--- config.mk ---
export PLATFORM = sky130hd
export DESIGN_NAME = snitch_core
export DESIGN_NICKNAME = d
export VERILOG_FILES = /design/src/logic/snitch_pkg.sv /design/src/logic/snitch_fetch.sv /design/src/logic/snitch_decoder.sv /design/src/logic/snitch_regfile.sv /design/src/logic/snitch_execute.sv /design/src/logic/snitch_core.sv
export SDC_FILE = /design/constraint.sdc
export NUM_CORES = 2
export LEC_CHECK = 0
export BUFFER_PORTS_ARGS = -buffer_cell sky130_fd_sc_hd__buf_4
export CAP_MARGIN = 20
export CELL_PAD_IN_SITES_DETAIL_PLACEMENT = 1
export CELL_PAD_IN_SITES_GLOBAL_PLACEMENT = 1
export CORE_ASPECT_RATIO = 0.5
export CORE_UTILIZATION = 40
export CTS_BUF_LIST = sky130_fd_sc_hd__clkbuf_16
export DETAILED_ROUTE_END_ITERATION = 7
export GPL_TIMING_DRIVEN = 1
export PLACE_DENSITY = 0.68
export SYNTH_ARGS = -nofsm -noshare
export SYNTH_HDL_FRONTEND = slang
export SYNTH_SLANG_ARGS = --single-unit
--- constraint.sdc ---
create_clock -name clk_i -period 15.2 [get_ports clk_i]
set_input_delay 2.28 -clock clk_i [delete_from_list [all_inputs] [get_ports clk_i]]
set_output_delay 2.28 -clock clk_i [all_outputs]
set_load 0.05 [all_outputs]
--- src/logic/snitch_pkg.sv ---
/* Widths, opcodes, control encodings and shared records for the RV32I core.
   Compiled first and imported by every RTL module of the core. */
package snitch_pkg;

  localparam int unsigned XLEN = 32;

  typedef logic [XLEN-1:0] word_t;

  // --------------------------------------------------
  // Major opcodes
  // --------------------------------------------------
  localparam logic [6:0] OpcodeOp     = 7'b0110011;
  localparam logic [6:0] OpcodeOpImm  = 7'b0010011;
  localparam logic [6:0] OpcodeLui    = 7'b0110111;
  localparam logic [6:0] OpcodeAuipc  = 7'b0010111;
  localparam logic [6:0] OpcodeJal    = 7'b1101111;
  localparam logic [6:0] OpcodeJalr   = 7'b1100111;
  localparam logic [6:0] OpcodeBranch = 7'b1100011;

  // --------------------------------------------------
  // Control encodings
  // --------------------------------------------------
  typedef enum logic [3:0] {
    Add, Sub,
    Sll, Srl, Sra,
    LXor, LOr, LAnd,
    Eq, Neq, Slt, Sltu, Ge, Geu,
    BypassA
  } alu_op_e;

  typedef enum logic [1:0] {OpaNone, OpaReg, OpaUImm, OpaJImm} opa_sel_e;
  typedef enum logic [1:0] {OpbNone, OpbReg, OpbIImm, OpbPc} opb_sel_e;

  // Exception vectors to the trap address
  typedef enum logic [1:0] {Consec, Alu, Exception} next_pc_e;

  typedef enum logic [1:0] {RdAlu, RdConsecPc, RdBypass} rd_sel_e;

  // Everything execute and fetch need from one instruction word
  typedef struct packed {
    alu_op_e    alu_op;
    opa_sel_e   opa_sel;
    opb_sel_e   opb_sel;
    next_pc_e   next_pc;
    rd_sel_e    rd_sel;
    logic       write_rd;
    logic       is_branch;
    logic       zero_lsb;
    logic       illegal;
    logic [4:0] rd;
    logic [4:0] rs1;
    logic [4:0] rs2;
    word_t      iimm;
    word_t      uimm;
    word_t      jimm;
    word_t      bimm;
  } decoded_t;

  // One record per retired instruction
  typedef struct packed {
    logic       valid;
    logic       trap;
    word_t      pc;
    word_t      insn;
    logic [4:0] rd;
    word_t      wdata;
  } retire_t;

endpackage

--- src/logic/snitch_fetch.sv ---
/* Program counter and instruction fetch handshake.
   Advances the PC once per accepted instruction word. */
`timescale 1ns/1ps

module snitch_fetch import snitch_pkg::*; #(
  parameter word_t BootAddr  = 32'h0000_1000,
  parameter word_t MtvecAddr = 32'h0000_1000
) (
  input  logic     clk_i,
  input  logic     reset_i,
  output word_t    inst_addr_o,
  output logic     inst_valid_o,
  input  logic     inst_ready_i,
  input  next_pc_e next_pc_i,
  input  logic     zero_lsb_i,
  input  word_t    jump_target_i,
  input  word_t    consec_pc_i,
  output word_t    pc_o,
  output logic     accept_o
);

  word_t pc_d, pc_q;
  logic  valid_q;

  assign inst_addr_o  = pc_q;
  assign inst_valid_o = valid_q;
  assign pc_o         = pc_q;
  assign accept_o     = valid_q & inst_ready_i;

  // PC only moves when the word was taken
  always_comb begin
    pc_d = pc_q;
    if (accept_o) begin
      unique case (next_pc_i)
        Consec:    pc_d = consec_pc_i;
        Alu:       pc_d = jump_target_i & ~{{(XLEN-1){1'b0}}, zero_lsb_i};
        Exception: pc_d = MtvecAddr;
        default:   pc_d = MtvecAddr;
      endcase
    end
  end

  always_ff @(posedge clk_i) begin
    if (reset_i) begin
      pc_q    <= BootAddr;
      valid_q <= 1'b0;
    end else begin
      pc_q    <= pc_d;
      valid_q <= 1'b1;
    end
  end

endmodule

--- src/logic/snitch_decoder.sv ---
/* RV32I decoder for the integer subset of the core.
   Turns the fetched word into control fields, immediates and register indices. */
`timescale 1ns/1ps

module snitch_decoder import snitch_pkg::*; #(
  parameter int unsigned RegAddrWidth = 5
) (
  input  word_t                   inst_data_i,
  output decoded_t                decoded_o,
  output logic [RegAddrWidth-1:0] raddr_a_o,
  output logic [RegAddrWidth-1:0] raddr_b_o
);

  localparam int unsigned NumRegs = 2**RegAddrWidth;

  logic [6:0] opcode;
  logic [2:0] funct3;
  logic [6:0] funct7;

  assign opcode = inst_data_i[6:0];
  assign funct3 = inst_data_i[14:12];
  assign funct7 = inst_data_i[31:25];

  assign raddr_a_o = inst_data_i[15 +: RegAddrWidth];
  assign raddr_b_o = inst_data_i[20 +: RegAddrWidth];

  // Shared funct3 map of OP and OP-IMM where alt picks SUB or SRA
  function automatic alu_op_e arith_op(input logic [2:0] f3, input logic alt);
    alu_op_e op;
    unique case (f3)
      3'b000:  op = alt ? Sub : Add;
      3'b001:  op = Sll;
      3'b010:  op = Slt;
      3'b011:  op = Sltu;
      3'b100:  op = LXor;
      3'b101:  op = alt ? Sra : Srl;
      3'b110:  op = LOr;
      default: op = LAnd;
    endcase
    return op;
  endfunction

  always_comb begin
    decoded_o           = '0;
    decoded_o.alu_op    = Add;
    decoded_o.opa_sel   = OpaNone;
    decoded_o.opb_sel   = OpbNone;
    decoded_o.next_pc   = Consec;
    decoded_o.rd_sel    = RdAlu;
    decoded_o.write_rd  = 1'b1;
    decoded_o.rd        = inst_data_i[11:7];
    decoded_o.rs1       = inst_data_i[19:15];
    decoded_o.rs2       = inst_data_i[24:20];

    // Sign-extended immediates
    decoded_o.iimm = {{20{inst_data_i[31]}}, inst_data_i[31:20]};
    decoded_o.uimm = {inst_data_i[31:12], 12'b0};
    decoded_o.jimm = {{12{inst_data_i[31]}}, inst_data_i[19:12], inst_data_i[20],
                      inst_data_i[30:21], 1'b0};
    decoded_o.bimm = {{20{inst_data_i[31]}}, inst_data_i[7], inst_data_i[30:25],
                      inst_data_i[11:8], 1'b0};

    unique case (opcode)
      OpcodeOp: begin
        decoded_o.opa_sel = OpaReg;
        decoded_o.opb_sel = OpbReg;
        decoded_o.alu_op  = arith_op(funct3, funct7[5]);
        // funct7 alternate only for SUB and SRA
        if (!(funct7 == 7'b0000000 ||
              (funct7 == 7'b0100000 && (funct3 == 3'b000 || funct3 == 3'b101)))) begin
          decoded_o.illegal = 1'b1;
        end
      end
      OpcodeOpImm: begin
        decoded_o.opa_sel = OpaReg;
        decoded_o.opb_sel = OpbIImm;
        decoded_o.alu_op  = arith_op(funct3, (funct3 == 3'b101) & funct7[5]);
        if (funct3 == 3'b001 && funct7 != 7'b0000000) begin
          decoded_o.illegal = 1'b1;
        end
        if (funct3 == 3'b101 && funct7 != 7'b0000000 && funct7 != 7'b0100000) begin
          decoded_o.illegal = 1'b1;
        end
      end
      OpcodeLui: begin
        decoded_o.alu_op  = BypassA;
        decoded_o.opa_sel = OpaUImm;
      end
      OpcodeAuipc: begin
        decoded_o.opa_sel = OpaUImm;
        decoded_o.opb_sel = OpbPc;
      end
      OpcodeJal: begin
        decoded_o.opa_sel = OpaJImm;
        decoded_o.opb_sel = OpbPc;
        decoded_o.next_pc = Alu;
        decoded_o.rd_sel  = RdConsecPc;
      end
      OpcodeJalr: begin
        decoded_o.opa_sel  = OpaReg;
        decoded_o.opb_sel  = OpbIImm;
        decoded_o.next_pc  = Alu;
        decoded_o.rd_sel   = RdConsecPc;
        decoded_o.zero_lsb = 1'b1;
        decoded_o.illegal  = (funct3 != 3'b000);
      end
      OpcodeBranch: begin
        decoded_o.opa_sel   = OpaReg;
        decoded_o.opb_sel   = OpbReg;
        decoded_o.is_branch = 1'b1;
        decoded_o.write_rd  = 1'b0;
        unique case (funct3)
          3'b000:  decoded_o.alu_op = Eq;
          3'b001:  decoded_o.alu_op = Neq;
          3'b100:  decoded_o.alu_op = Slt;
          3'b101:  decoded_o.alu_op = Ge;
          3'b110:  decoded_o.alu_op = Sltu;
          3'b111:  decoded_o.alu_op = Geu;
          default: decoded_o.illegal = 1'b1;
        endcase
      end
      default: decoded_o.illegal = 1'b1;
    endcase

    // Reduced register file rejects indices it does not hold
    if ((decoded_o.write_rd && int'(decoded_o.rd) >= NumRegs) ||
        (decoded_o.opa_sel == OpaReg && int'(decoded_o.rs1) >= NumRegs) ||
        (decoded_o.opb_sel == OpbReg && int'(decoded_o.rs2) >= NumRegs)) begin
      decoded_o.illegal = 1'b1;
    end

    // Illegal word leaves no trace except the trap jump
    if (decoded_o.illegal) begin
      decoded_o.write_rd = 1'b0;
      decoded_o.next_pc  = Exception;
    end
  end

endmodule

--- src/logic/snitch_regfile.sv ---
/* Integer register file, two combinational reads and one write per cycle.
   Register zero reads as zero and ignores writes. */
`timescale 1ns/1ps

module snitch_regfile import snitch_pkg::*; #(
  parameter int unsigned RegAddrWidth = 5
) (
  input  logic                    clk_i,
  input  logic [RegAddrWidth-1:0] raddr_a_i,
  input  logic [RegAddrWidth-1:0] raddr_b_i,
  output word_t                   rdata_a_o,
  output word_t                   rdata_b_o,
  input  logic                    we_i,
  input  logic [RegAddrWidth-1:0] waddr_i,
  input  word_t                   wdata_i
);

  localparam int unsigned NumRegs = 2**RegAddrWidth;

  // Entry zero is not stored at all
  word_t regs_q [1:NumRegs-1];

  assign rdata_a_o = (raddr_a_i == '0) ? '0 : regs_q[raddr_a_i];
  assign rdata_b_o = (raddr_b_i == '0) ? '0 : regs_q[raddr_b_i];

  always_ff @(posedge clk_i) begin
    if (we_i && waddr_i != '0) begin
      regs_q[waddr_i] <= wdata_i;
    end
  end

endmodule

--- src/logic/snitch_execute.sv ---
/* Execute and write-back stage with the shared adder/shifter ALU.
   Also forms the branch PC and registers the retire record. */
`timescale 1ns/1ps

module snitch_execute import snitch_pkg::*; (
  input  logic       clk_i,
  input  logic       reset_i,
  input  logic       accept_i,
  input  word_t      pc_i,
  input  word_t      insn_i,
  input  decoded_t   decoded_i,
  input  word_t      rdata_a_i,
  input  word_t      rdata_b_i,
  output logic       we_o,
  output logic [4:0] waddr_o,
  output word_t      wdata_o,
  output word_t      jump_target_o,
  output word_t      consec_pc_o,
  output retire_t    retire_o
);

  word_t       opa, opb;
  word_t       alu_result;
  word_t       consec_pc;
  logic [32:0] alu_opa, alu_opb, adder_result;
  logic        adder_sub, cmp_unsigned;
  logic        shift_left, shift_arith;
  word_t       opa_reversed, shift_operand;
  word_t       shift_right_result, shift_left_result;
  logic [32:0] shift_operand_ext, shift_result_ext;
  logic        rd_written;
  retire_t     retire_q;

  // --------------------------------------------------
  // Operand select
  // --------------------------------------------------
  always_comb begin
    unique case (decoded_i.opa_sel)
      OpaNone: opa = '0;
      OpaReg:  opa = rdata_a_i;
      OpaUImm: opa = decoded_i.uimm;
      OpaJImm: opa = decoded_i.jimm;
    endcase
    unique case (decoded_i.opb_sel)
      OpbNone: opb = '0;
      OpbReg:  opb = rdata_b_i;
      OpbIImm: opb = decoded_i.iimm;
      OpbPc:   opb = pc_i;
    endcase
  end

  // --------------------------------------------------
  // ALU
  // --------------------------------------------------
  assign adder_sub    = decoded_i.alu_op inside {Sub, Eq, Neq, Slt, Sltu, Ge, Geu};
  assign cmp_unsigned = decoded_i.alu_op inside {Sltu, Geu};
  assign shift_left   = (decoded_i.alu_op == Sll);
  assign shift_arith  = (decoded_i.alu_op == Sra);

  // Bit 32 carries the sign for compares
  assign alu_opa      = {~cmp_unsigned & opa[XLEN-1], opa};
  assign alu_opb      = {~cmp_unsigned & opb[XLEN-1], opb} ^ {33{adder_sub}};
  assign adder_result = alu_opa + alu_opb + {32'b0, adder_sub};

  // Left shift is a right shift of the reversed operand
  for (genvar i = 0; i < XLEN; i++) begin : gen_reverse
    assign opa_reversed[i]      = opa[XLEN-1-i];
    assign shift_left_result[i] = shift_right_result[XLEN-1-i];
  end
  assign shift_operand      = shift_left ? opa_reversed : opa;
  assign shift_operand_ext  = {shift_arith & shift_operand[XLEN-1], shift_operand};
  assign shift_result_ext   = $unsigned($signed(shift_operand_ext) >>> opb[4:0]);
  assign shift_right_result = shift_result_ext[XLEN-1:0];

  always_comb begin
    unique case (decoded_i.alu_op)
      Add, Sub:   alu_result = adder_result[XLEN-1:0];
      Sll:        alu_result = shift_left_result;
      Srl, Sra:   alu_result = shift_right_result;
      LXor:       alu_result = opa ^ opb;
      LOr:        alu_result = opa | opb;
      LAnd:       alu_result = opa & opb;
      Eq:         alu_result = {31'b0, ~|adder_result[XLEN-1:0]};
      Neq:        alu_result = {31'b0, |adder_result[XLEN-1:0]};
      Slt, Sltu:  alu_result = {31'b0, adder_result[32]};
      Ge, Geu:    alu_result = {31'b0, ~adder_result[32]};
      BypassA:    alu_result = opa;
      default:    alu_result = adder_result[XLEN-1:0];
    endcase
  end

  // --------------------------------------------------
  // Next PC and write-back
  // --------------------------------------------------
  assign consec_pc = pc_i + ((decoded_i.is_branch & alu_result[0]) ? decoded_i.bimm : 32'd4);

  assign jump_target_o = alu_result;
  assign consec_pc_o   = consec_pc;

  always_comb begin
    unique case (decoded_i.rd_sel)
      RdAlu:      wdata_o = alu_result;
      RdConsecPc: wdata_o = consec_pc;
      default:    wdata_o = alu_result;
    endcase
  end

  assign rd_written = decoded_i.write_rd & (decoded_i.rd != 5'd0);
  assign we_o       = accept_i & rd_written;
  assign waddr_o    = decoded_i.rd;

  // Retire record one cycle behind the accept
  always_ff @(posedge clk_i) begin
    if (reset_i) begin
      retire_q.valid <= 1'b0;
    end else begin
      retire_q.valid <= accept_i;
      if (accept_i) begin
        retire_q.trap  <= decoded_i.illegal;
        retire_q.pc    <= pc_i;
        retire_q.insn  <= insn_i;
        retire_q.rd    <= rd_written ? decoded_i.rd : 5'd0;
        retire_q.wdata <= rd_written ? wdata_o : '0;
      end
    end
  end

  assign retire_o = retire_q;

endmodule

--- src/logic/snitch_core.sv ---
/* Top level of the single-issue RV32I core.
   Ties fetch, decode, register file and execute together. */
`timescale 1ns/1ps

module snitch_core import snitch_pkg::*; #(
  parameter word_t       BootAddr     = 32'h0000_1000,
  parameter word_t       MtvecAddr    = 32'h0000_0100,
  parameter int unsigned RegAddrWidth = 5
) (
  input  logic    clk_i,
  input  logic    reset_i,
  output word_t   inst_addr_o,
  input  word_t   inst_data_i,
  output logic    inst_valid_o,
  input  logic    inst_ready_i,
  output retire_t retire_o
);

  word_t                   pc;
  logic                    accept;
  decoded_t                decoded;
  logic [RegAddrWidth-1:0] raddr_a, raddr_b;
  word_t                   rdata_a, rdata_b;
  logic                    we;
  logic [4:0]              waddr;
  word_t                   wdata;
  word_t                   jump_target, consec_pc;

  snitch_fetch #(
    .BootAddr  ( BootAddr  ),
    .MtvecAddr ( MtvecAddr )
  ) i_snitch_fetch (
    .clk_i         ( clk_i            ),
    .reset_i       ( reset_i          ),
    .inst_addr_o   ( inst_addr_o      ),
    .inst_valid_o  ( inst_valid_o     ),
    .inst_ready_i  ( inst_ready_i     ),
    .next_pc_i     ( decoded.next_pc  ),
    .zero_lsb_i    ( decoded.zero_lsb ),
    .jump_target_i ( jump_target      ),
    .consec_pc_i   ( consec_pc        ),
    .pc_o          ( pc               ),
    .accept_o      ( accept           )
  );

  snitch_decoder #(
    .RegAddrWidth ( RegAddrWidth )
  ) i_snitch_decoder (
    .inst_data_i ( inst_data_i ),
    .decoded_o   ( decoded     ),
    .raddr_a_o   ( raddr_a     ),
    .raddr_b_o   ( raddr_b     )
  );

  // Legal writes always fit the configured index width
  snitch_regfile #(
    .RegAddrWidth ( RegAddrWidth )
  ) i_snitch_regfile (
    .clk_i     ( clk_i                     ),
    .raddr_a_i ( raddr_a                   ),
    .raddr_b_i ( raddr_b                   ),
    .rdata_a_o ( rdata_a                   ),
    .rdata_b_o ( rdata_b                   ),
    .we_i      ( we                        ),
    .waddr_i   ( waddr[RegAddrWidth-1:0]   ),
    .wdata_i   ( wdata                     )
  );

  snitch_execute i_snitch_execute (
    .clk_i         ( clk_i       ),
    .reset_i       ( reset_i     ),
    .accept_i      ( accept      ),
    .pc_i          ( pc          ),
    .insn_i        ( inst_data_i ),
    .decoded_i     ( decoded     ),
    .rdata_a_i     ( rdata_a     ),
    .rdata_b_i     ( rdata_b     ),
    .we_o          ( we          ),
    .waddr_o       ( waddr       ),
    .wdata_o       ( wdata       ),
    .jump_target_o ( jump_target ),
    .consec_pc_o   ( consec_pc   ),
    .retire_o      ( retire_o    )
  );

endmodule

==> run_results.csv <==
group,metric,value,unit
synthesis,synth.distinct_cells,88,
synthesis,synth_fp_nets,4231,
status,outcome,"finished clean",
critical_path,r2r_slack,2840,ps
sta,max_slew_margin,18.2,%
place,pre_cts_ws,487,ps
run,drv_cap,0,
die,die_w,551,µm
global_route,grt_pass1_wl,330000,µm
place,port_buffers,170,
finish,final_layout_size_suffix_gt1_share,25.5,%
critical_path,end_kind,"flip-flop",
finish,nNetsFinal,4398,
clock_tree,cts_buffer_depth,3,
sta,hold_viol,0,
global_route,grt_usage,30.6,%
critical_path,cp_slowest_stage_delay,840,ps
critical_path,cp_common_cell,"buf_4",
critical_path,path_class,"input port to flip-flop",
critical_path,worstReg2RegStart,"i_snitch_regfile.regs_q[9][0]$_DFFE_PP_",
sta,whs,594,ps
power,peakVddDrop,0.0999,mV
min_path,hold-path-endpoint,"i_snitch_execute.retire_o[93]$_DFFE_PP_",
critical_path,required,15830,ps
die,rows,100,
clock_tree,cts-root-buf,"clkbuf_16",
sta,fin_ws,873,ps
die,die_area,0.153,mm²
sta,clock_skew,87.2,ps
route,antenna_left,0,
route,drtIter0Drc,6105,
critical_path,crit_arrival,14960,ps
clock_tree,htreeDepth,3,
clock_tree,post_cts_resized,0,
route,vias_per_cell,6.74,
clock_tree,cts.sinks,1128,
global_route,antenna_found_initial,20,
synthesis,syn_area_per_cell,14.8,µm²
finish,areaGrowthSynthToFinish,13.8,%
sta,tns,0,ps
clock_tree,cts_tree,"done",
clock_tree,clock_latency,790,ps
synthesis,synth-edff-count,1094,
power,pwr_density_cell,101,mW/mm²
route,detail_route.first_pass.iterations,5,
power,p_leak,0.0239,µW
min_path,hold_start,"i_snitch_fetch.inst_addr_o[24]$_SDFFE_PP0P_",
critical_path,reg2reg_to,"i_snitch_execute.retire_o[29]$_SDFFCE_PN0P_",
sta,period_share,94.3,%
sta,worst_pin_slew,1220,ps
clock_tree,post-cts-setup-buffers,0,
global_route,grt.overflow.total,0,
die,io_pins,171,
clock_tree,cts_hold_buffers,0,
sta,max_freq,0.0698,GHz
route,drt_wl_total,236000,µm
synthesis,netlist_instances,4069,
min_path,whs_path_depth,0,
clock_tree,cts_buffers,106,
global_route,grt_pass1_vias,42500,
sta,rsz0062_at_grt,"false",
min_path,hold_class,"flip-flop to flip-flop",
sta,fin_crit,14330,ps
die,initial_core_util,40.5,%
synthesis,async_flop_share,0,%
sta,slew_violations,0,
route,post_drt_wl_per_cell,37.3,µm
synthesis,netlist_area,0.0604,mm²
place,gp_congestion,0.932,
critical_path,crit_path_start_kind,"input port",
route,route.detailed.drc,0,
critical_path,worstPathMaxFanout,32,
synthesis,synth_warnings,0,
place,hpwlAfterDp,153000,µm
route,dr_total_vias,42600,
clock_tree,cts.clk_slew.worst_paths,70,ps
synthesis,ys_seq_elements,1128,
critical_path,rr_worst_depth,42,
synthesis,yosysSeqAreaShare,55.5,%
critical_path,crit_path_top_delay_cell,"o221ai_1",
global_route,grt_max_degree,74,
die,core,0.149,mm²
synthesis,synthFlopType,"edfxtp_1",
sta,setup_viol,0,
die,die_h,277,µm
state kept, by name, summed over array words and instances (netlist names):
register and count:
i_snitch_execute.retire_o 103, i_snitch_fetch.inst_addr_o 32, i_snitch_fetch.inst_valid_o 1, i_snitch_regfile.regs_q 992
report_power, final:
group | total (µW) | internal, µW | switching, µW
Combinational | 717 | 252 | 465
Clock | 2800 | 1520 | 1280
Sequential | 3460 | 3440 | 13.6
Total | 6970 | 5220 | 1750
per-layer routing:
layer | share of wire, % | track usage (%)
met1 | 39 | 42.0
met2 | 45 | 47.2
met3 | 11 | 7.90
met4 | 4.1 | 10.9
met5 | 0.019 | 0
stage by stage:
stage	total power (µW)	area, µm²	cells	utilization (%)
after floorplan	3950	60400	4069	-
after global placement	4200	65000	6108	43.5
after detailed placement	4220	65000	6110	43.5
after CTS	6980	68600	6308	45.9
after global routing	7120	68700	6315	46.0
final	6970	68700	6318	46.1
cell families (layout without fill, tap and decap cells):
logic type | count (synthesis) | count (layout) | synth area share, %
compound gates | 862 | 862 | 9.39
xor+xnor | 84 | 84 | 1.22
fa+ha+maj | 127 | 127 | 2.66
buf+inv | 404 | 661 | 2.62
flops | 1128 | 1128 | 55.5
mux | 832 | 832 | 23.6
other cells | 0 | 3 | 0
simple gates | 632 | 632 | 4.98
cell usage in the layout, fill, tap and decap left out, types with 56 or more instances in the layout:
| cell | n |
|---|---|
| a21oi_1 | 177 |
| a221oi_1 | 85 |
| and2_1 | 56 |
| buf_4 | 335 |
| clkbuf_16 | 107 |
| edfxtp_1 | 1094 |
| ha_1 | 125 |
| inv_1 | 116 |
| mux2i_1 | 333 |
| mux4_2 | 471 |
| nand2_1 | 142 |
| nor2_1 | 211 |
| o21ai_0 | 185 |
worst max-delay path by stage:
stage | startpoint | endpoint | slack, ps | cells past startpoint
global placement | inst_data_i[17] | i_snitch_execute.retire_o[29]$_SDFFCE_PN0P_ | 770 | 41
CTS | inst_data_i[17] | i_snitch_execute.retire_o[29]$_SDFFCE_PN0P_ | 1220 | 42
global route | inst_data_i[20] | i_snitch_execute.retire_o[29]$_SDFFCE_PN0P_ | 260 | 45
floorplan | inst_data_i[20] | i_snitch_regfile.regs_q[10][31]$_DFFE_PP_ | 20 | 49
finish | inst_data_i[17] | i_snitch_execute.retire_o[29]$_SDFFCE_PN0P_ | 870 | 42
detailed placement | inst_data_i[17] | i_snitch_execute.retire_o[29]$_SDFFCE_PN0P_ | 490 | 42
area by class of cell:
class | count | area [µm²]
fillers | 14600 | 80500
flip-flops and latches | 1128 | 33500
multi-input cells | 2537 | 25700
repair buffers | 361 | 3020
clock buffers | 106 | 2650
well taps | 1989 | 2490
clock inverters | 92 | 927
inverters | 102 | 385
diodes | 3 | 7.51
synth_stat cells, types with 9 or more instances:
master / instances / share of area (%)
nor3_1: 34 / 0.28
nand2b_1: 24 / 0.25
ha_1: 125 / 2.6
o21a_1: 13 / 0.16
o221ai_1: 9 / 0.13
a221oi_1: 85 / 1.2
dfxtp_1: 34 / 1.1
o22ai_1: 38 / 0.39
nor2b_1: 11 / 0.11
o31ai_1: 9 / 0.11
and2_1: 57 / 0.59
edfxtp_1: 1094 / 54
a22o_1: 15 / 0.22
nand3_1: 23 / 0.19
mux2_2: 25 / 0.47
o21ai_0: 204 / 1.7
xor2_1: 44 / 0.64
mux2i_1: 335 / 5.6
a22oi_1: 31 / 0.39
clkbuf_1: 208 / 1.3
nand4_1: 11 / 0.11
and3_1: 14 / 0.15
a211oi_1: 50 / 0.62
o21bai_1: 15 / 0.19
a21oi_1: 178 / 1.5
xnor2_1: 40 / 0.58
a31oi_1: 40 / 0.41
a221o_1: 22 / 0.36
a21o_1: 49 / 0.61
o211ai_1: 24 / 0.30
nand2_1: 142 / 0.88
nor2_1: 247 / 1.5
or3_1: 9 / 0.093
mux4_2: 471 / 18
inv_1: 98 / 0.61
buf_2: 32 / 0.27
buf_1: 57 / 0.35
o21ai_1: 13 / 0.11
critical path: cells and delay by family:
kind                       cells  cell delay [ps]
AOI/OAI and AO/OA             18             5280
xor gates and xnor gates       2              400
adders and majority gates      2              850
buffers and inverters          6             1330
muxes                          2              980
and+or+nand+nor               12             3710
Note: power is estimated with default switching activity, not from simulation.
